$ cat config.mk
export PLATFORM = sky130hd
export DESIGN_NAME = bus_arbiter
export DESIGN_NICKNAME = d
export VERILOG_FILES = /design/src/mem_sys_pkg.sv /design/src/bus_arbiter.sv
export SDC_FILE = /design/constraint.sdc
export NUM_CORES = 1
export LEC_CHECK = 0
export BUFFER_PORTS_ARGS = -buffer_cell sky130_fd_sc_hd__buf_2
export CAP_MARGIN = 30
export CORE_AREA = 2 2 81 83
export DETAILED_ROUTE_END_ITERATION = 7
export DIE_AREA = 0 0 83 85
export PLACE_DENSITY_LB_ADDON = 0.08
export SYNTH_ARGS = -nofsm -noshare
export SYNTH_HDL_FRONTEND = slang
export SYNTH_SLANG_ARGS = --single-unit
$ cat constraint.sdc
create_clock -name vclk -period 1.6
set_input_delay 0.32 -clock vclk [all_inputs]
set_output_delay 0.32 -clock vclk [all_outputs]
set_load 0.03 [all_outputs]
$ cat src/mem_sys_pkg.sv
// ==============================
// Shared types and constants for the memory system
// Holds the address map, register offsets and the packed
// bus structs used between the masters, arbiter, sequencer
// and SDRAM port. Import with a wildcard where needed
// ==============================

package mem_sys_pkg;

    // Address map, one base word per region
    localparam logic [31:0] RAM_BASE    = 32'h0000_0000;
    localparam logic [31:0] SDRAM_BASE  = 32'h1000_0000;
    localparam logic [31:0] SYSREG_BASE = 32'h4000_0000;

    // System register offsets within the SYSREG block
    localparam logic [31:0] REG_STATUS   = 32'h0000_0000;
    localparam logic [31:0] REG_CYCLE_LO = 32'h0000_0004;
    localparam logic [31:0] REG_CYCLE_HI = 32'h0000_0008;

    // One Wishbone master request, valid is cyc and stb together
    typedef struct packed {
        logic        valid;
        logic        we;
        logic [29:0] adr;
        logic [31:0] wdata;
        logic [3:0]  sel;
    } wb_req_t;

    typedef struct packed {
        logic        ack;
        logic [31:0] rdata;
    } wb_rsp_t;

    // Arbitrated request, src is 1 for the data bus
    typedef struct packed {
        logic        valid;
        logic        write;
        logic [31:0] addr;
        logic [31:0] wdata;
        logic [3:0]  wstrb;
        logic        src;
    } mem_req_t;

    typedef struct packed {
        logic        rd;
        logic        wr;
        logic [23:0] addr;
        logic [31:0] wdata;
    } sdram_cmd_t;

    typedef struct packed {
        logic [31:0] rdata;
        logic        busy;
        logic        rdata_valid;
    } sdram_rsp_t;

endpackage

$ cat src/bus_arbiter.sv
// ==============================
// Fixed-priority merge of the instruction and data buses
// The data bus wins whenever it is pending. A request
// counts as pending only while its own ack is low
// ==============================

`timescale 1ns/1ps

module bus_arbiter import mem_sys_pkg::*; (
    input  wb_req_t  ibus_req,
    input  wb_req_t  dbus_req,
    input  logic     ibus_ack,
    input  logic     dbus_ack,
    output mem_req_t mem_req
);

    logic    ibus_pend;
    logic    dbus_pend;
    wb_req_t chosen;

    always_comb begin
        // Mask each request by its own ack
        ibus_pend = ibus_req.valid && !ibus_ack;
        dbus_pend = dbus_req.valid && !dbus_ack;

        chosen = dbus_pend ? dbus_req : ibus_req;

        mem_req.valid = dbus_pend || ibus_pend;
        mem_req.write = chosen.we;
        mem_req.addr  = {chosen.adr, 2'b00};
        mem_req.wdata = chosen.wdata;
        // Strobe stays zero for reads
        mem_req.wstrb = chosen.we ? chosen.sel : 4'b0000;
        mem_req.src   = dbus_pend;
    end

    // Source bit and issued payload must name the same master
    always_comb begin
        assert (!mem_req.src || (mem_req.addr[31:2] == dbus_req.adr
                                 && mem_req.write == dbus_req.we))
            else $error("bus_arbiter: data bus flagged but its request was not issued");
    end

endmodule

Yosys cells after proc, flatten, opt, wreduce, memory -nomap -nowiden
Index checks and enable logic that the tools add are counted.
- multiplexer cells: 2
- reduce and logical (&&, ||, !) cells: 5
- operators with widths (cell ; count):
    two-way mux 67 bit ; 1
    two-way mux 4 bit ; 1
    logical AND 1 bit ; 2
    logical NOT 1 bit ; 2
    logical OR 1 bit ; 1
- register bits after elaboration: 0
- bits of input ports: 138
- output and inout bits: 71
- word-level logic and storage cells: 7

Depth between registers and ports, before layout
Gate-level depths: netlist of run 1.
- depth in word-level cells: 4
- depth in mapped cells: 6
- gate-level depth less buffers: 2

Least setup slack after synthesis of run 1
No wires, ideal clock.
- path kind: in2out
- from: in dbus_ack
- to: out mem_req[1] (netlist name)
- data arrival time: 1371 ps
- required time: 1280 ps
- path slack: -91 ps
- stages: 5
- path buffers: 3
- cell sequence: nand2b_4 -> buf_6 -> buf_6 -> buf_6 -> mux2i_1
- RTL lines (item ; line ; source):
    from (decl) ; bus_arbiter.sv:13 ; input logic dbus_ack,
    to (decl) ; bus_arbiter.sv:14 ; output mem_req_t mem_req

==> results.txt, run 1 <==
Number of antenna violations at the first check in global routing: 0. The startpoint type of the worst setup path is a primary input. X dimension of the die: 83 um.

The run gives 17 as the violation count after the first detailed-route iteration. The class of the most critical hold timing path is in -> out. By startpoint and endpoint, the worst setup path is classified as in -> out. The count of boundary I/O pins is 209. The worst setup path is captured at an output pin. In this run the tool buffered the top-level ports with 207 buffer cells.

After legalization and detailed placement, the total HPWL measured 3.85 mm. The post-synthesis sequential area ratio was 0. The cell-internal power is 369 uW, and the count of mapped cells out of synthesis is 91. Entering global routing, the biggest net connects 32 pins. The number of non-filler instances in the completed layout came out at 368. Routability-driven placement finished with a final weighted congestion of 0.695. The tools report the switching power total as 446 uW. The tool flagged a number of max-cap violations equal to 0. Total number of yosys warnings: 0. The run finished, with violations left. The synthesized-area fraction occupied by ao, oa, aoi and oai cells came out at 0.00552. VDD sags by at most 0.168 mV. After synthesis, the largest family of logic cells by area is multiplexers. The routed design has 4.34 mm of wire. Number of inserted filler cells in the final layout: 679. Across all hold checks on the routed design, the worst slack comes to 937 ps.

The final clock period utilization by the worst path is 1.00, and the detailed-route wire length per cell is 11.8 um. The final hold violation count came out at 0. The post-synthesis share of cell area spent on full adders, half adders and majority gates is 0, and the area share of and/or/nand/nor cells after synthesis is 0.0483.

In this run the worst path has a maximum fanout of 31. For this run, design rule violations remaining after detail routing come to 0. The fmax is 623 MHz, and the site row count is 29.

0 antenna diodes ended up in the layout. Relative to the synthesized area, the layout overhead comes to 129%. In this run, placement finished with an instance count of 368. The overflow left after global routing came out at 0.

The logs give -5.32 ps for the least setup slack across all paths after layout and 431 for the number of nets in the final layout. Area of the core: 6200 um^2. The switching fraction of total power was 0.547; the storage element area was 0 um^2. The run gives 0 as the hold buffer count at cts. The fraction of final layout cells with drive strength greater than 1 is 0.942, and the synthesized area is 906 um^2. The post-detailed-route count of antenna-violating nets is 0, and the clock period minus worst slack is 1610 ps. Overall die height: 85 um. The tools report the total iterations of the first detailed-routing run as 3.

The first global-routing pass estimated 6.35 mm of wire. The sequential cell count came out at 0. The starting density of the core is 0.146. The part of the total power dissipated in the clock network is 0. The multiplexer area fraction after synthesis is 0.844. The total vias in the final route is 1458, and the final number of setup-violating endpoints is 5. The sequential group share of total power was 0. For the worst setup path, the data required time is 1280 ps.

For the die outline area, the log shows 7060 um^2. The checks that failed: setup timing. Dividing the detail-routed via count by the number of cells gives 3.96. Setup repair after global routing could not meet its margin everywhere.

Averaged over all synthesized cells, the footprint is 9.95 um^2. The synthesized-area fraction occupied by xor and xnor cells is 0. The number of max-slew violations in the final report came out at 0. STA puts the critical path data arrival time at 1290 ps. The analysis attributes to cell leakage a power of 1.23 nW.

Before CTS, the worst setup slack after placement is -33.3 ps. Dividing total power by cell area gives a power density of 393 nW/um^2. The number of library cell types mapped by synthesis was 11; the clock buffer count in the final layout was 0.

For the via count of the first global-routing pass, the log shows 1393. The logs give 0.104 for the aggregate global-route resource usage and 0 for the number of post-CTS setup repair buffers. The combinational share of power was 1.000.
==> cells in the mapped netlist, drive strengths merged <==
cell	n	area, um^2
inv	2	7.51
conb	1	3.75
o21ai	1	5.00
buf	11	81.3
mux2i	4	40.0
mux2	63	724
nand2b	1	13.8
nand2	8	30.0
==> metal layers <==
| layer | wire length, um | part of all wire | track usage | vias up |
|---|---|---|---|---|
| met3 | 504 | 0.12 | 0.0292 | 0 |
| met1 | 1520 | 0.35 | 0.111 | 634 |
| li1 | - | - | - | 728 |
| met4 | 0 | 0 | 0.00298 | 0 |
| met5 | 0 | 0 | 0 | - |
| met2 | 2320 | 0.53 | 0.214 | 96 |
==> placed cells by master, fill, tap and decap left out, drive strengths merged <==
| cell | Yosys | layout |
|---|---|---|
| conb | 1 | 2 |
| buf | 11 | 210 |
| nand2b | 1 | 1 |
| nand2 | 8 | 8 |
| mux2 | 63 | 63 |
| inv | 2 | 2 |
| mux2i | 4 | 4 |
| o21ai | 1 | 1 |
==> critical path, cell delays in order <==
cell and delay [ps]:
buf_2 110, nand2b_4 90, buf_12 210, mux2_2 370
buf_4 170
==> kinds of logic after synthesis <==
logic type / Yosys count
other: 1
multiplexers: 67
buffers and inverters: 13
AO/OA/AOI/OAI: 1
AND/OR/NAND/NOR: 9
==> metrics by stage <==
stage / setup TNS (ps) / area, um^2 / total power, mW / utilization
2_1_floorplan: -363 / 910 / 0.502 / -
3_5_place_dp: -456 / 2010 / 0.791 / 0.324
3_3_place_gp: -546 / 2010 / 0.791 / 0.324
6_report: -14.9 / 2070 / 0.816 / 0.334
5_1_grt: -1620 / 2070 / 0.864 / 0.334
4_1_cts: -434 / 2060 / 0.820 / 0.332
==> area by class of cell <==
cell class,count,area (um^2),share of cell area
inverter,2,7.51,0.00362
multi-input combinational,79,825,0.397
timing repair buffer,210,1150,0.552
tap,77,96.3,0.0464
==> worst paths after layout <==
path	from	end	slack (ps)	cells after the start
setup / recovery	dbus_req[67]	mem_req[47]	-5	5
hold / removal	ibus_ack	mem_req[70]	940	3
==> timing repair <==
item,in CTS,in global routing
gates resized for setup,21,3
gates cloned,0,0
endpoints found under the hold margin,0,0
endpoints found under the setup margin,34,63
==> power by group through the flow <==
stage	Clock (mW)	Sequential, mW	Combinational (mW)
6_report	0	0	0.816
5_1_grt	0	0	0.864
4_1_cts	0	0	0.820
3_5_place_dp	0	0	0.791
3_3_place_gp	0	0	0.791
2_1_floorplan	0	0	0.502
Power figures use the tool's default switching activity.
==> run 2, diff against run 1 <==
BUFFER_PORTS_ARGS = -buffer_cell sky130_fd_sc_hd__buf_4   (was -buffer_cell sky130_fd_sc_hd__buf_2)
==> results.txt, run 2 (same netlist as run 1, synthesis figures left out) <==
The run finished, with violations left. After global routing the overflow that remains totals 0. Before antenna repair, the detailed router went through 4 iterations.

The finished cells cover 2980 um^2. The per-cell via count in the routed design works out to 4.16. Of all nets on the critical path, the largest fanout is 6. For this run, design rule violations remaining after detail routing come to 0. The logs give 0 for the number of antenna violations at the first check in global routing and 1.66 nW for the cell leakage power. Startpoint type of the worst setup path: a primary input.

The tool flagged a number of max-cap violations equal to 0. The worst-case IR drop observed on VDD is 0.209 mV. Derived from the worst setup path, the maximum achievable clock frequency is 620 MHz. The clock period minus worst slack is 1610 ps, and the wire length of the first global-routing pass is 6.88 mm. The tools report the cell-internal power as 637 uW.

The total length of routed wires was 5.94 mm; the number of nets in the final layout was 440. After clock tree synthesis, the setup repair step added 0 buffers. The clock buffer count in the final layout was 0. The run gives 0 as the number of max-slew violations in the final report. At the worst endpoint, the arrival time is 1290 ps.

In this run the standard cell core region covers 6200 um^2. OpenSTA, run right after detailed placement, puts the worst setup slack at -24.5 ps. The final clock period utilization by the worst path is 1.01, and the switching power total is 505 uW.

After detailed routing, the average wire length per cell comes to 15.8 um. The die covers 7060 um^2. The logs give 4.19 mm for the detailed-placement wirelength estimate and 0.146 for the starting density of the core. The tools report the antenna diode count as 0.

Setup repair after global routing could not meet its margin everywhere. Summing all flip-flop and latch instances after layout gives 0 um^2. For this design the ratio of total power to cell area is 383 nW/um^2.

STA puts the critical path data required time at 1280 ps. In this run, the number of DRC markers left after iteration 0 of detailed routing was 21. The logs give 0 for the part of the total power dissipated in the clock network and 1569 for the total vias in the final route.

In this run the cell area measured after placement is 2520 um^2. The initialized floorplan defines 29 standard-cell rows. The fraction of final layout cells with drive strength greater than 1 came out at 0.943.

The x dimension of the die is 83 um. The leading cell type in the layout, fill and taps excluded was buf_4. The via count of the first global-routing pass was 1404. The sequential cell count is 0.

For the post-detailed-route count of antenna-violating nets, the log shows 0. For this design the top-level I/O count stands at 209. The run gives 38 as the largest net degree at the start of global routing. The number of buffers added on ports is 207, and the final number of setup-violating endpoints is 16. STA classifies the critical path endpoint as an output pin.

The run gives 1.000 as the combinational share of power. After clock tree synthesis, the flow added hold-fix buffers numbering 0. In the layout the commonest cells are 161 x buf_4, 49 x buf_6, 33 x mux2_2. The min-delay analysis places its worst path in the category in -> out.

The logs give 0.481 for the share of the core filled with cells in the final layout and 0.737 for the routability-driven placement congestion ratio. From bottom edge to top edge, the die measures 85 um. The sequential group share of total power was 0. The tools report the least setup slack across all paths after layout as -12.9 ps. The aggregate global-route resource usage came out at 0.116. The final sum of negative setup slack was -80.9 ps; the area added between synthesis and finish was 229%. Type of the worst setup path: in -> out. The smallest hold slack was 939 ps; the switching fraction of total power was 0.442. The final reports fail on setup timing.

The final hold violation count is 0.
-- run 2: cell types whose count changed in the layout (fill, tap and decap cells not counted), sizes merged --
cell	change
buf	+3
nand2b	+1
clkbuf	+5
-- run 2: stage by stage --
| step | power, mW | cells |
|---|---|---|
| after global placement | 0.966 | 367 |
| after global routing | 1.20 | 377 |
| after CTS | 0.972 | 367 |
| after detailed placement | 0.969 | 367 |
| final | 1.14 | 377 |
| after floorplan | 0.502 | 92 |
-- run 2: worst paths after layout --
path	start	end	slack (ps)	cells past startpoint
worst max-delay path	dbus_ack	mem_req[64]	-10	5
worst min-delay path	ibus_ack	mem_req[70]	940	3
-- run 2: power groups by stage --
stage	clock network (mW)	logic [mW]	registers, mW
6_report	0	1.14	0
5_1_grt	0	1.20	0
4_1_cts	0	0.972	0
3_5_place_dp	0	0.969	0
3_3_place_gp	0	0.966	0
2_1_floorplan	0	0.502	0
-- run 2: layout make-up --
cell class                 instances  area, um^2
fill                             624        3220
timing repair buffer             218        1950
multi-input combinational         80         932
inverter                           2        7.51
tap                               77        96.3
-- run 2: layer usage --
| layer | routed length, um | share of wire | global-route usage | vias to the layer above |
|---|---|---|---|---|
| met5 | 0 | 0 | 0 | - |
| met4 | 80 | 0.013 | 0.00745 | 0 |
| met3 | 606 | 0.10 | 0.0350 | 6 |
| met2 | 3010 | 0.51 | 0.231 | 104 |
| met1 | 2250 | 0.38 | 0.125 | 708 |
| li1 | - | - | - | 751 |
-- run 2: timing repair --
item	in CTS	in global routing
gates resized for setup	0	75
cloned	0	10
endpoints found under the setup margin	52	60
-- run 2: worst max-delay path: stages --
cell and delay [ps]:
buf_6 70, nand2b_4 220, clkbuf_16 190, mux2_2 340
buf_6 140
==> run 3, diff against run 2 <==
clock period = 1.9 ns   (was 1.6 ns; I/O delays follow)
==> results.txt, run 3 (same netlist as run 1, synthesis figures left out) <==
The flow ran to the end, and the final reports show no timing, DRC or antenna violations. IR analysis of the VDD net gives a maximum drop of 0.148 mV. The tools report the number of post-CTS setup repair buffers as 0. The tools report the hold buffer count at cts as 0. The total length of routed wires is 4.70 mm, and the number of buffers added on ports is 207.

The tools report the routability-driven placement congestion ratio as 0.737. The tools report the number of max-slew violations in the final report as 0. Sequential cells placed in the final layout were counted as 0. The clock buffer count in the final layout came out at 0.

The clock period minus worst slack came out at 1740 ps. The number of gates resized after CTS is 0, and the final hold violation count is 0. The starting density of the core was 0.146. The area of the core came out at 6200 um^2. For the worst setup path, the data arrival time is 1360 ps.

The leading cell type in the layout, fill and taps excluded is buf_4. Summed over all nets, the half-perimeter wirelength after detailed placement is 4.14 mm. The violation count after the first detailed-route iteration is 7, and the wire length of the first global-routing pass is 6.99 mm. The overflow left after global routing is 0, and the power density of the placed cells is 321 nW/um^2. For this run, the detailed router's first-pass iteration total came to 4. Fraction of final layout cells with drive strength greater than 1: 0.941.

From synthesis to final layout, the design area changed by 178%. The per-cell via count in the routed design is 3.97, and the site row count is 29. The run gives 1520 ps as the required time reported for the critical path endpoint. In this run the vertical extent of the chip is 85 um. Via count of the first global-routing pass: 1418. The total vias in the final route is 1457. Endpoint with the worst hold slack: mem_req[70]. 0 antenna diodes ended up in the layout. Setup violations remaining at the end of the flow were counted as 0. The number of antenna violations at the first check in global routing was 0; the detailed-route wire length per cell was 12.8 um. Across the run, the number of max-cap violations was 0. In this run the remaining antenna-violating nets after routing total 0.

For the share of the core filled with cells in the final layout, the log shows 0.406. The aggregate global-route resource usage came out at 0.116. The cell leakage power came out at 1.37 nW.

Based on the critical path, the design can be clocked at up to 574 MHz. The finished layout holds 367 standard cells, fillers aside. For the largest net degree at the start of global routing, the log shows 38. The class of the most critical hold timing path is in -> out. The die covers 7060 um^2. The worst setup path is captured at an output pin. The die is 83 um wide.

The number of placed instances, taps included, is 367. Final clock period utilization by the worst path: 0.917. By startpoint and endpoint, the worst setup path is classified as in -> out. The tools report the startpoint type of the worst setup path as a primary input.

Across the whole layout, storage elements account for 0 um^2. The worst hold path stage count is 3. In this run the worst path has a maximum fanout of 37. At the end of the flow, the number of nets in the layout was 430. In this run the count of I/O pins placed on the die edge is 209. Setup total negative slack on the finished layout was measured at 0 ps.

The launch point of the worst hold path is ibus_ack. The smallest hold slack is 1060 ps. In the layout the commonest cells are 207 x buf_4, 59 x mux2_2, 8 x nand2_1. Setup repair after global routing left no endpoint under its margin. After detailed routing, the number of remaining DRC violations is 0.
## run 3: cell count changes in the layout (fill, tap and decap cells not counted)
cell / before / now
mux2_4: 30 / 4
buf_4: 161 / 207
clkbuf_16: 5 / 0
buf_12: 3 / 2
nand2b_4: 2 / 1
buf_6: 49 / 0
mux2_2: 33 / 59
## run 3: layer usage
layer,vias to the layer above,track usage,routed length (um)
met1,626,0.125,1620
li1,727,-,-
met4,0,0.0119,53
met5,-,0,0
met3,4,0.0350,546
met2,100,0.230,2480
## run 3: how the worst max path moves through the flow
stage / startpoint / end / slack [ps]
floorplan: dbus_ack / mem_req[1] / 90
global placement: dbus_ack / mem_req[64] / 160
detailed placement: dbus_ack / mem_req[12] / 160
CTS: dbus_ack / mem_req[12] / 160
global route: dbus_ack / mem_req[8] / 120
finish: dbus_ack / mem_req[12] / 160
## run 3: report_power, final
part / leakage, nW / internal (mW) / total, mW / switching [mW]
Combinational: 1.37 / 0.429 / 0.810 / 0.381
Sequential: 0 / 0 / 0 / 0
Clock: 0 / 0 / 0 / 0
Total: 1.37 / 0.429 / 0.810 / 0.381
## run 3: through the flow
step	cell area, um^2	setup WS [ps]	total power [mW]
floorplan	910	89.1	0.423
global placement	2520	157	0.813
detailed placement	2520	157	0.816
CTS	2520	156	0.818
global route	2520	116	0.853
finish	2520	157	0.810
## run 3: critical path: stages
cell,delay (ps)
buf_4,80
nand2b_4,140
buf_12,220
mux2_2,360
buf_4,170
## run 3: area by class of cell
type                       count  area (um^2)
fill                         645         3690
timing repair buffer         209         1590
multi-input combinational     79          821
tap                           77         96.3
inverter                       2         7.51
