--- src/mem_sys_pkg.sv ---
// ==============================
// Shared types and constants for the memory system
// Holds the address map, register offsets and the packed
// bus structs used between the masters, arbiter, sequencer
// and SDRAM port. Import with a wildcard where needed
// ==============================

package mem_sys_pkg;

    // Address map, one base word per region
    localparam logic [31:0] RAM_BASE    = 32'h0000_0000;
    localparam logic [31:0] SDRAM_BASE  = 32'h1000_0000;
    localparam logic [31:0] SYSREG_BASE = 32'h4000_0000;

    // System register offsets within the SYSREG block
    localparam logic [31:0] REG_STATUS   = 32'h0000_0000;
    localparam logic [31:0] REG_CYCLE_LO = 32'h0000_0004;
    localparam logic [31:0] REG_CYCLE_HI = 32'h0000_0008;

    // One Wishbone master request, valid is cyc and stb together
    typedef struct packed {
        logic        valid;
        logic        we;
        logic [29:0] adr;
        logic [31:0] wdata;
        logic [3:0]  sel;
    } wb_req_t;

    typedef struct packed {
        logic        ack;
        logic [31:0] rdata;
    } wb_rsp_t;

    // Arbitrated request, src is 1 for the data bus
    typedef struct packed {
        logic        valid;
        logic        write;
        logic [31:0] addr;
        logic [31:0] wdata;
        logic [3:0]  wstrb;
        logic        src;
    } mem_req_t;

    typedef struct packed {
        logic        rd;
        logic        wr;
        logic [23:0] addr;
        logic [31:0] wdata;
    } sdram_cmd_t;

    typedef struct packed {
        logic [31:0] rdata;
        logic        busy;
        logic        rdata_valid;
    } sdram_rsp_t;

endpackage

--- src/access_sequencer.sv ---
// ==============================
// Single-access sequencer behind the bus arbiter
// Decodes each accepted request to RAM, SDRAM, system
// registers or the unmapped default, waits for that target
// and pulses the ack of the master that issued it
// ==============================

`timescale 1ns/1ps

module access_sequencer import mem_sys_pkg::*; (
    input  logic        clk,
    input  logic        reset,
    input  mem_req_t    mem_req,
    output logic [13:0] ram_addr,
    output logic [31:0] ram_wdata,
    output logic [3:0]  ram_wstrb,
    output logic        ram_wren,
    input  logic [31:0] ram_rdata,
    output logic [7:0]  reg_offset,
    input  logic [31:0] reg_rdata,
    output sdram_cmd_t  sdram_cmd,
    input  sdram_rsp_t  sdram_rsp,
    output wb_rsp_t     ibus_rsp,
    output wb_rsp_t     dbus_rsp
);

    typedef enum logic [1:0] {T_RAM, T_SDRAM, T_SYSREG, T_NONE} target_e;
    typedef enum logic [1:0] {S_IDLE, S_STEP, S_FINISH, S_SDRAM} state_e;

    state_e      state;
    target_e     target;
    target_e     req_target;
    logic        accept;
    logic        src_dbus;
    logic        busy_seen;
    logic        sd_rd;
    logic        sd_wr;
    logic        ibus_ack;
    logic        dbus_ack;
    logic        done;
    logic [31:0] done_data;

    // Captured request payload
    logic [31:0] addr_q;
    logic [31:0] wdata_q;
    logic [3:0]  wstrb_q;
    logic        write_q;
    logic [31:0] rsp_data;

    // ==============================
    // Decode and completion
    // ==============================

    always_comb begin
        if (mem_req.addr[31:16] == RAM_BASE[31:16]) begin
            req_target = T_RAM;
        end else if (mem_req.addr[31:26] == SDRAM_BASE[31:26]) begin
            req_target = T_SDRAM;
        end else if (mem_req.addr[31:8] == SYSREG_BASE[31:8]) begin
            req_target = T_SYSREG;
        end else begin
            req_target = T_NONE;
        end
    end

    assign accept = (state == S_IDLE) && mem_req.valid;

    always_comb begin
        done      = 1'b0;
        done_data = 32'd0;
        case (state)
            // Unmapped finishes one edge after acceptance with zero
            S_STEP: done = (target == T_NONE);
            S_FINISH: begin
                done      = 1'b1;
                done_data = (target == T_RAM) ? ram_rdata : reg_rdata;
            end
            S_SDRAM: begin
                if (write_q) begin
                    done = busy_seen && !sdram_rsp.busy;
                end else begin
                    done      = sdram_rsp.rdata_valid;
                    done_data = sdram_rsp.rdata;
                end
            end
            default: done = 1'b0;
        endcase
    end

    // ==============================
    // Control state
    // ==============================

    always_ff @(posedge clk or posedge reset) begin
        if (reset) begin
            state     <= S_IDLE;
            target    <= T_NONE;
            src_dbus  <= 1'b0;
            busy_seen <= 1'b0;
            sd_rd     <= 1'b0;
            sd_wr     <= 1'b0;
            ibus_ack  <= 1'b0;
            dbus_ack  <= 1'b0;
        end else begin
            sd_rd    <= 1'b0;
            sd_wr    <= 1'b0;
            ibus_ack <= done && !src_dbus;
            dbus_ack <= done && src_dbus;

            if (accept) begin
                target   <= req_target;
                src_dbus <= mem_req.src;
                if (req_target == T_SDRAM) begin
                    sd_rd     <= !mem_req.write;
                    sd_wr     <= mem_req.write;
                    busy_seen <= 1'b0;
                    state     <= S_SDRAM;
                end else begin
                    state <= S_STEP;
                end
            end else if (done) begin
                state <= S_IDLE;
            end else if (state == S_STEP) begin
                // RAM and register accesses take one wait state
                state <= S_FINISH;
            end else if (state == S_SDRAM && sdram_rsp.busy) begin
                busy_seen <= 1'b1;
            end
        end
    end

    always_ff @(posedge clk) begin
        if (accept) begin
            addr_q  <= mem_req.addr;
            wdata_q <= mem_req.wdata;
            wstrb_q <= mem_req.wstrb;
            write_q <= mem_req.write;
        end
        if (done) begin
            rsp_data <= done_data;
        end
    end

    // ==============================
    // Target and master outputs
    // ==============================

    assign ram_addr   = addr_q[15:2];
    assign ram_wdata  = wdata_q;
    assign ram_wstrb  = wstrb_q;
    // RAM access happens in the cycle after acceptance
    assign ram_wren   = (state == S_STEP) && (target == T_RAM) && write_q;
    assign reg_offset = addr_q[7:0];

    assign sdram_cmd = '{rd: sd_rd, wr: sd_wr, addr: addr_q[25:2], wdata: wdata_q};

    assign ibus_rsp = '{ack: ibus_ack, rdata: rsp_data};
    assign dbus_rsp = '{ack: dbus_ack, rdata: rsp_data};

    a_one_ack: assert property (@(posedge clk) disable iff (reset)
        !(ibus_rsp.ack && dbus_rsp.ack));

    a_one_cmd: assert property (@(posedge clk) disable iff (reset)
        !(sdram_cmd.rd && sdram_cmd.wr));

endmodule

--- config.mk ---
export PLATFORM = sky130hd
export DESIGN_NAME = access_sequencer
export DESIGN_NICKNAME = d
export VERILOG_FILES = /design/src/mem_sys_pkg.sv /design/src/access_sequencer.sv
export SDC_FILE = /design/constraint.sdc
export NUM_CORES = 1
export LEC_CHECK = 0
export ABC_CLOCK_PERIOD_IN_PS = 3500
export BUFFER_PORTS_ARGS = -buffer_cell sky130_fd_sc_hd__clkbuf_2
export CAP_MARGIN = 20
export CORE_AREA = 2 2 137 139
export CTS_CLUSTER_DIAMETER = 120
export DETAILED_ROUTE_END_ITERATION = 8
export DIE_AREA = 0 0 139 141
export PLACE_DENSITY = 0.56
export SLEW_MARGIN = 20
export SYNTH_ARGS = -nofsm -noshare
export SYNTH_HDL_FRONTEND = slang
export SYNTH_SLANG_ARGS = --single-unit
export TNS_END_PERCENT = 100
--- constraint.sdc ---
create_clock -name clk -period 3.5 [get_ports clk]
set_input_delay 0.175 -clock clk [delete_from_list [all_inputs] [get_ports clk]]
set_output_delay 0.175 -clock clk [all_outputs]
set_load 0.05 [all_outputs]
### After elaboration in Yosys (flattened, before gate mapping)

Cells that the tools add are included.

| storage, ports and cells | value |
|---|---|
| register bits | 105 |
| output and inout port bits | 183 |
| word-level logic and storage cells | 60 |
| input port bits | 171 |

| cells by class | value |
|---|---|
| muxes and demuxes | 21 |
| reductions and logical operators | 16 |
| eq/ne operators | 10 |

Operators by type and width:

| operator | number |
|---|---|
| two-way mux 32 bit | 2 |
| case mux 32 bit (2 select lines) | 1 |
| equality test 24 x 23 -> 1 bit, second input constant | 1 |
| zero test 16 bit | 1 |
| two-way mux 2 bit | 6 |
| two-way mux 1 bit | 11 |
| logical AND 1 bit | 7 |
| equality test 2 bit, second input constant | 3 |
| equality test 6 x 3 -> 1 bit, second input constant | 1 |
| equality test 2 x 1 -> 1 bit, second input constant | 2 |
| zero test 2 bit | 2 |
| inequality test 2 bit, second input constant | 2 |
| AND reduction 4 bit | 1 |
| zero test 1 bit | 3 |
| case mux 1 bit (3 select lines) | 1 |
| nonzero test 3 bit | 1 |
| inequality test 2 x 1 -> 1 bit, second input constant | 1 |
| nonzero test 2 bit | 1 |

### Logic depth before layout (Yosys ltp)

Gate-level depths: netlist of run 1.

| depth | value |
|---|---|
| depth in word-level cells | 7 |
| gate-level depth with buffers | 5 |
| mapped depth without buffers | 4 |

### Least setup slack after synthesis of run 1

Ideal clock, no wire load.

| timing | value |
|---|---|
| path kind | register -> register |
| from | reg state[1] |
| to | reg src_dbus |
| arrival time | 2.693 ns |
| setup time | 0.125 ns |
| cell stages (with the launch flop) | 3 |
| data required time | 3.375 ns |
| setup slack | 0.682 ns |
| buffers on the path | 0 |
| clock period less this slack | 2.818 ns |
| path through | dfrtp_1 > nor3b_4 > mux2_2 |

| between the ends | value |
|---|---|
| cells in the longest elaborated chain, start to end | 2 |

Ends and longest elaborated chain:

| element | RTL line | source |
|---|---|---|
| from (decl) | access_sequencer.sv:30 | `state_e state;` |
| from (signal assigned) | access_sequencer.sv:96 | `state <= S_IDLE;` |
| from (signal assigned) | access_sequencer.sv:117 | `state <= S_SDRAM;` |
| from (signal assigned) | access_sequencer.sv:119 | `state <= S_STEP;` |
| zero test 2 bit | access_sequencer.sv:66 | `assign accept = (state == S_IDLE) && mem_req.valid;` |
| logical AND 1 bit | access_sequencer.sv:66 |  |
| named net accept | access_sequencer.sv:33 | `logic accept;` |
| to (signal assigned) | access_sequencer.sv:112 | `src_dbus <= mem_req.src;` |
| to (decl) | access_sequencer.sv:34 | `logic src_dbus;` |

The timed path passes the listed nets, and every way through them passes these cells.
A chain may end at the register's enable or synchronous reset.

### Worst setup path in the final report of run 1

| timing | value |
|---|---|
| from | reg target[1] |
| to | out ram_wren |

| between the ends | value |
|---|---|
| cells in the longest elaborated chain, start to end | 3 |

Ends and longest elaborated chain:

| element | RTL line | source |
|---|---|---|
| from (decl) | access_sequencer.sv:31 | `target_e target;` |
| from (signal assigned) | access_sequencer.sv:111 | `target <= req_target;` |
| zero test 2 bit | access_sequencer.sv:152 | `assign ram_wren = (state == S_STEP) && (target == T_RAM) && write_q;` |
| logical AND 1 bit (2 in a row) | access_sequencer.sv:152 |  |
| to (decl) | access_sequencer.sv:17 | `output logic ram_wren,` |

Every way passes these cells.

==> impl_metrics.tcl, run 1 <==
set metrics [dict create \
    fin_worst_skew_ns 0.0106 \
    grt_max_degree 53 \
    power.total_mw 3.35 \
    syn_avg_cell_area_um2 13.7 \
    drt-initial-drc-count 167 \
    yosysSeqAreaShare_pct 66.2 \
    layout.nets 838 \
    htreeDepth 3 \
    clock_latency_ns 0.35 \
    cp-startpoint "target[1]" \
    cp.required_ns 3.32 \
    min_to "addr_q[13]" \
    drtAntennaViolNets 0 \
    dieArea_mm2 0.0196 \
    drv_cap 0 \
    layout-drive-gt1-share_pct 56.5 \
    antenna_cells 0 \
    regArea_mm2 0.00311 \
    cpMaxStageDelayCell "buf_4" \
    wirelength_mm 13.4 \
    via_per_inst 4.06 \
    vias 3677 \
    crit_fanout 33 \
    min-delay-start "mem_req[50]" \
    most-common-layout-cells "clkbuf_2, edfxtp_1, dlygate4sd3_1, nand2_1, mux2i_1" \
    critPathKind "flip-flop to output pin" \
    final.setup.tns_ns 0 \
    leakage_nw 3.12 \
    drc 0 \
    crit_family "buffers and inverters" \
    syn2layout_area_growth_pct 47.2 \
    layout_min_cycle_time_ns 2.01 \
    cts_buffer_depth 2 \
    hp-class "primary input to flip-flop" \
    path_buf_inv 2 \
    die_w_um 139 \
    dpl.hpwl_mm 10.3 \
    root_buffer "clkbuf_16" \
    multiInputGateArea_um2 853 \
    crit_arrival_ns 1.84 \
    gp_congestion 0.790 \
    min_delay_path_depth 1 \
    irDropWorstVdd_mv 0.213 \
    nFillCells 1789 \
    rr_endpoint "addr_q[2]" \
    fin_crit_sh_pct 57.4 \
    ys_ff_latch 105 \
    critPathMaxStageDelay_ns 0.46 \
    wl_per_cell_um 14.8 \
    firstDrtPassIters 4 \
    cp-end-kind "output pin" \
    power_density_mw_per_mm2 486 \
    start_util_pct 25.7 \
    yosys_warnings 0 \
    cts_tree "built" \
    final_util_pct 37.8 \
    rows 50 \
    gr-total-overflow 0 \
    syn_nets 513 \
    netlist-cell-type-count 31 \
    instances_no_fill 906 \
    hold_viol 0 \
    r2r_slack_ns 1.62 \
    synth_cells 342 \
    drv_slew 0 \
    syn_area_mm2 0.00469 \
    final_area_mm2 0.00690 \
    clkSinkCount 105 \
    grt_pass1_vias 3513 \
    track_usage_pct 13.0 \
    rsz0062_at_grt "false" \
    cts_setup_buffers 0 \
    grt_first_pass_wirelength_mm 19.5 \
    worst_pin_slew_ns 0.761 \
    path_cells "nor2_4 > buf_4 > and3_1 > clkbuf_2" \
    place_worst_setup_slack_ns 1.62 \
    layout_setup_ws_ns 1.49 \
    die_y_um 141 \
    fmax_ghz 0.497 \
    cp-start-kind "flip-flop" \
    dp.cells 838 \
    antenna_found_initial 0 \
    place_area_mm2 0.00608 \
    portBuffers 353 \
    setup_viol 0 \
    hold_ws_ns 0.0183 \
    final_common_cell "clkbuf_2" \
    slew_headroom_pct 49.2 \
    pin_count 354 \
    rr_worst_depth 2 \
    core_area_mm2 0.0183 \
    status "finished clean" \
    numCtsBuffers 9 \
    path_clk_slew_ns 0.08 \
    reg2reg_from "state[1]" \
]
[metal layers]
metal	up-vias	share of wire, %	track usage (%)
li1	1787	-	-
met1	1699	41	15.9
met2	172	51	22.4
met3	19	5.1	2.34
met4	0	2.5	6.17
met5	-	0	0
[cell families (layout without fill, tap and decap cells)]
| group | Yosys count | count (layout) | synth area share (%) |
|---|---|---|---|
| AOI/OAI and AO/OA | 39 | 39 | 4.53 |
| buffers and inverters | 99 | 429 | 15.6 |
| DFF | 105 | 105 | 66.2 |
| muxes | 33 | 33 | 7.07 |
| and+or+nand+nor | 66 | 66 | 6.59 |
[how the worst max path moves through the flow]
| stage | cells past startpoint | endpoint | slack [ns] |
|---|---|---|---|
| after floorplan | 2 | src_dbus | 0.68 |
| after global placement | 2 | ram_wdata[21] | 1.63 |
| after detailed placement | 2 | addr_q[2] | 1.62 |
| after CTS | 4 | ram_wren | 1.41 |
| after global routing | 4 | ram_wren | 1.37 |
| final | 4 | ram_wren | 1.49 |
[flip-flops by register name, indices dropped and copies added (netlist names), 2 cells and up]
name,flops
ram_wdata,32
target,2
state,2
addr_q,26
ram_wstrb,4
rsp_data,32
[power breakdown]
part | switching [mW] | leakage, nW | internal [mW]
combinational | 0.620 | 1.93 | 0.212
clock | 0.499 | 0.146 | 0.506
sequential | 0.0490 | 1.04 | 1.47
[worst reg2reg max path: stages, from the launching register on]
cell,delay (ns)
dfrtp_1,0.47
nor3b_4,0.69
buf_12,0.35
[synthesized netlist by cell type]
master     count  area (µm²)
a2111oi_0      1        8.76
a21oi_1        2        10.0
a32oi_1        1        8.76
a41oi_1        1        8.76
and2_1         1        6.26
and3_1         1        6.26
buf_2          3        15.0
buf_4         88         661
buf_6          3        33.8
clkbuf_2       3        15.0
dfrtp_1        8         200
dfstp_2        2        52.6
edfxtp_1      95        2850
inv_1          2        7.51
mux2_2         1        11.3
mux2i_1       32         320
nand2_1       39         146
nand2b_1       3        18.8
nand3_1        1        5.00
nand4_1        2        12.5
nor2_1         8        30.0
nor2_2         1        6.26
nor2_4         1        11.3
nor2b_1        2        12.5
nor3_1         2        10.0
nor3b_4        1        18.8
nor4_1         4        25.0
o2111ai_1      1        8.76
o211ai_1       1        7.51
o21ai_0       21         105
o21ai_1       11        55.1
[timing repair]
item                       in CTS  in global routing
hold buffers                   52                  0
hold endpoints to repair       59                  0
setup endpoints to repair       0                  0
resized for setup               0                  0
[final cells by class]
type | instances | area share (%)
flip-flops and latches | 105 | 45.0
repair buffers | 411 | 34.0
multi-input cells | 138 | 12.4
well taps | 234 | 4.24
clock buffers | 9 | 3.26
clock inverters | 7 | 1.07
inverters | 2 | 0.109
(Power assumes the default switching activity.)
==> run 2, diff against run 1 <==
ABC_AREA = 1   (was unset)
ABC_CLOCK_PERIOD_IN_PS = 2000   (was 3500)
CORE_AREA = 2 2 139 141   (was 2 2 137 139)
DIE_AREA = 0 0 141 143   (was 0 0 139 141)
clock period = 2 ns   (was 3.5 ns; I/O delays follow)
==> run 2 against run 1 <==
Register-to-register slack lost 1.2 ns. Wire length increased by 17%. Die area is 2.9% higher. Sequential power grew to 2.5 times the previous value. Worst setup slack worse by 1.1 ns. Critical path type unchanged. Largest cell class unchanged.
==> impl_metrics.tcl, run 2 <==
set metrics [dict create \
    most-common-layout-cells "clkbuf_2, edfxtp_1, dlygate4sd3_1, nor2_1, nand3_1" \
    synth_fa_ha_area_share_pct 0 \
    place_area_mm2 0.00627 \
    critPathKind "flip-flop to output pin" \
    drc 0 \
    hold_viol 0 \
    syn_nets 587 \
    place_worst_setup_slack_ns 0.0942 \
    rows 50 \
    path_cells "nor2_4 > inv_2 > nor4_2 > buf_12" \
    synth_top_area_share_pct 58.7 \
    yosysSeqAreaShare_pct 63.9 \
    synth_area_leaders "edfxtp_1, buf_4, dfrtp_1" \
    synth_top_cells_by_count "edfxtp_1, buf_4, nor2_1, nand3_1" \
    root_buffer "clkbuf_16" \
    cp-start-kind "flip-flop" \
    layout_setup_ws_ns 0.373 \
    synthFlopType "edfxtp_1" \
    firstDrtPassIters 4 \
    layout_min_cycle_time_ns 1.63 \
    gr-total-overflow 0 \
    clkSinkCount 105 \
    ys_async_sr_fraction_pct 9.52 \
    irDropWorstVdd_mv 0.721 \
    synth-compound-area-share_pct 7.16 \
    synth_cells 416 \
    layout.nets 922 \
    cts_tree "built" \
    worst_pin_slew_ns 0.684 \
    layout-drive-gt1-share_pct 52.5 \
    antenna_found_initial 0 \
    drtAntennaViolNets 0 \
    hold_ws_ns 0.0306 \
    dpl.hpwl_mm 11.9 \
    fmax_ghz 0.615 \
    grt_max_degree 53 \
    cp.required_ns 1.90 \
    setup_viol 0 \
    crit_fanout 13 \
    yosys_warnings 0 \
    synthSimpleGateAreaFrac_pct 12.2 \
    crit_arrival_ns 1.53 \
    ys_ff_latch 105 \
    syn2layout_area_growth_pct 49.0 \
    dieArea_mm2 0.0202 \
    htreeDepth 3 \
    wl_per_cell_um 15.9 \
    fin_worst_skew_ns 0.0142 \
    numCtsBuffers 9 \
    path_clk_slew_ns 0.07 \
    via_per_inst 4.20 \
    cpMaxStageDelayCell "dfstp_2" \
    nFillCells 1862 \
    drt-initial-drc-count 231 \
    final_area_mm2 0.00724 \
    leakage_nw 3.36 \
    die_w_um 141 \
    hp-class "primary input to flip-flop" \
    start_util_pct 26.1 \
    syn_area_mm2 0.00486 \
    path_buf_inv 2 \
    synth-xor-area-share_pct 0 \
    drv_slew 0 \
    die_y_um 143 \
    pin_count 354 \
    synth_edf_count 95 \
    drv_cap 0 \
    critPathMaxStageDelay_ns 0.42 \
    rsz0062_at_grt "false" \
    slew_headroom_pct 54.4 \
    crit_family "simple AND/OR/NAND/NOR gates" \
    final.setup.tns_ns 0 \
    yosysMostFrequentCell "edfxtp_1" \
    status "finished clean" \
    cts_resized 0 \
    cts_buffer_depth 2 \
    yosysTopAreaCell "edfxtp_1" \
    yosys-mux-area-fraction_pct 0 \
    clock_latency_ns 0.35 \
    grt_pass1_vias 4026 \
    gp_congestion 0.810 \
    power_density_mw_per_mm2 1740 \
    final_common_cell "clkbuf_2" \
    netlist-cell-type-count 23 \
    track_usage_pct 14.6 \
    vias 4162 \
    syn_avg_cell_area_um2 11.7 \
    synth_top_family_by_area "buffers and inverters" \
    cp-end-kind "output pin" \
    wirelength_mm 15.8 \
    portBuffers 353 \
    core_area_mm2 0.0186 \
    fin_crit_sh_pct 81.4 \
    grt_first_pass_wirelength_mm 22.0 \
    antenna_cells 0 \
    final_util_pct 38.9 \
]
-- run 2: changes by cell type in the layout (fill, tap and decap cells not counted), moves of 4 or more --
cell / change
nand3_1: +37
nor4_1: -4
nor2_1: +44
mux2i_1: -32
nand2_2: +4
nand2_1: -16
dlygate4sd3_1: +13
o21ai_0: +12
inv_1: +8
o21ai_1: +22
inv_2: +5
-- run 2: per-layer routing --
layer	vias to the layer above	share of wire, %	track usage [%]
li1	2022	-	-
met2	172	55	26.5
met1	1951	38	16.7
met4	0	1.9	4.74
met3	17	5.2	4.06
met5	-	0	0
-- run 2: metrics by stage --
step | instances | power [mW]
floorplan | 416 | 9.71
global placement | 907 | 10.7
detailed placement | 907 | 10.7
CTS | 990 | 12.7
global route | 990 | 13.1
finish | 990 | 12.6
-- run 2: tightest hold or removal path: stages --
cell and delay (ns):
clkbuf_2 0.10, o21ai_2 0.08, nand2_1 0.06
-- run 2: cell type report --
type / count / area [µm²] / share of cell area (%)
clock buffer: 9 / 225 / 3.11
inverter: 15 / 56.3 / 0.778
tap: 234 / 293 / 4.05
clock inverter: 7 / 73.8 / 1.02
multi-input combinational: 194 / 953 / 13.2
sequential: 105 / 3110 / 42.9
timing repair buffer: 426 / 2530 / 35.0
-- run 2: final timing paths --
check                             startpoint            to  slack, ns  cells past startpoint
worst min register to register      src_dbus      ibus_ack       0.44                      1
worst max register to register      state[1]  rsp_data[28]       0.42                      4
min in group asynchronous              reset      src_dbus       0.26                      3
worst max-delay path               target[0]      ram_wren       0.37                      4
max in group asynchronous              reset     target[0]       1.41                      3
worst min-delay path            sdram_rsp[1]      state[0]       0.03                      3
-- run 2: power breakdown --
group,switching (mW),internal [mW],total (mW)
Combinational,5.63,1.33,6.96
Clock,0.886,0.884,1.77
Sequential,0.462,3.39,3.86
Total,6.98,5.61,12.6
-- run 2: cells by family (layout without fill, tap and decap cells) --
| logic type | count (synthesis) | in the layout |
|---|---|---|
| DFF | 105 | 105 |
| and+or+nand+nor | 125 | 126 |
| AOI/OAI and AO/OA | 68 | 68 |
| buffers and inverters | 118 | 457 |
-- run 2: repair_timing --
item | CTS | global route
endpoints found under the setup margin | 1 | 0
hold endpoints to repair | 74 | 0
buffers inserted | 1 | 0
hold buffers | 65 | 0
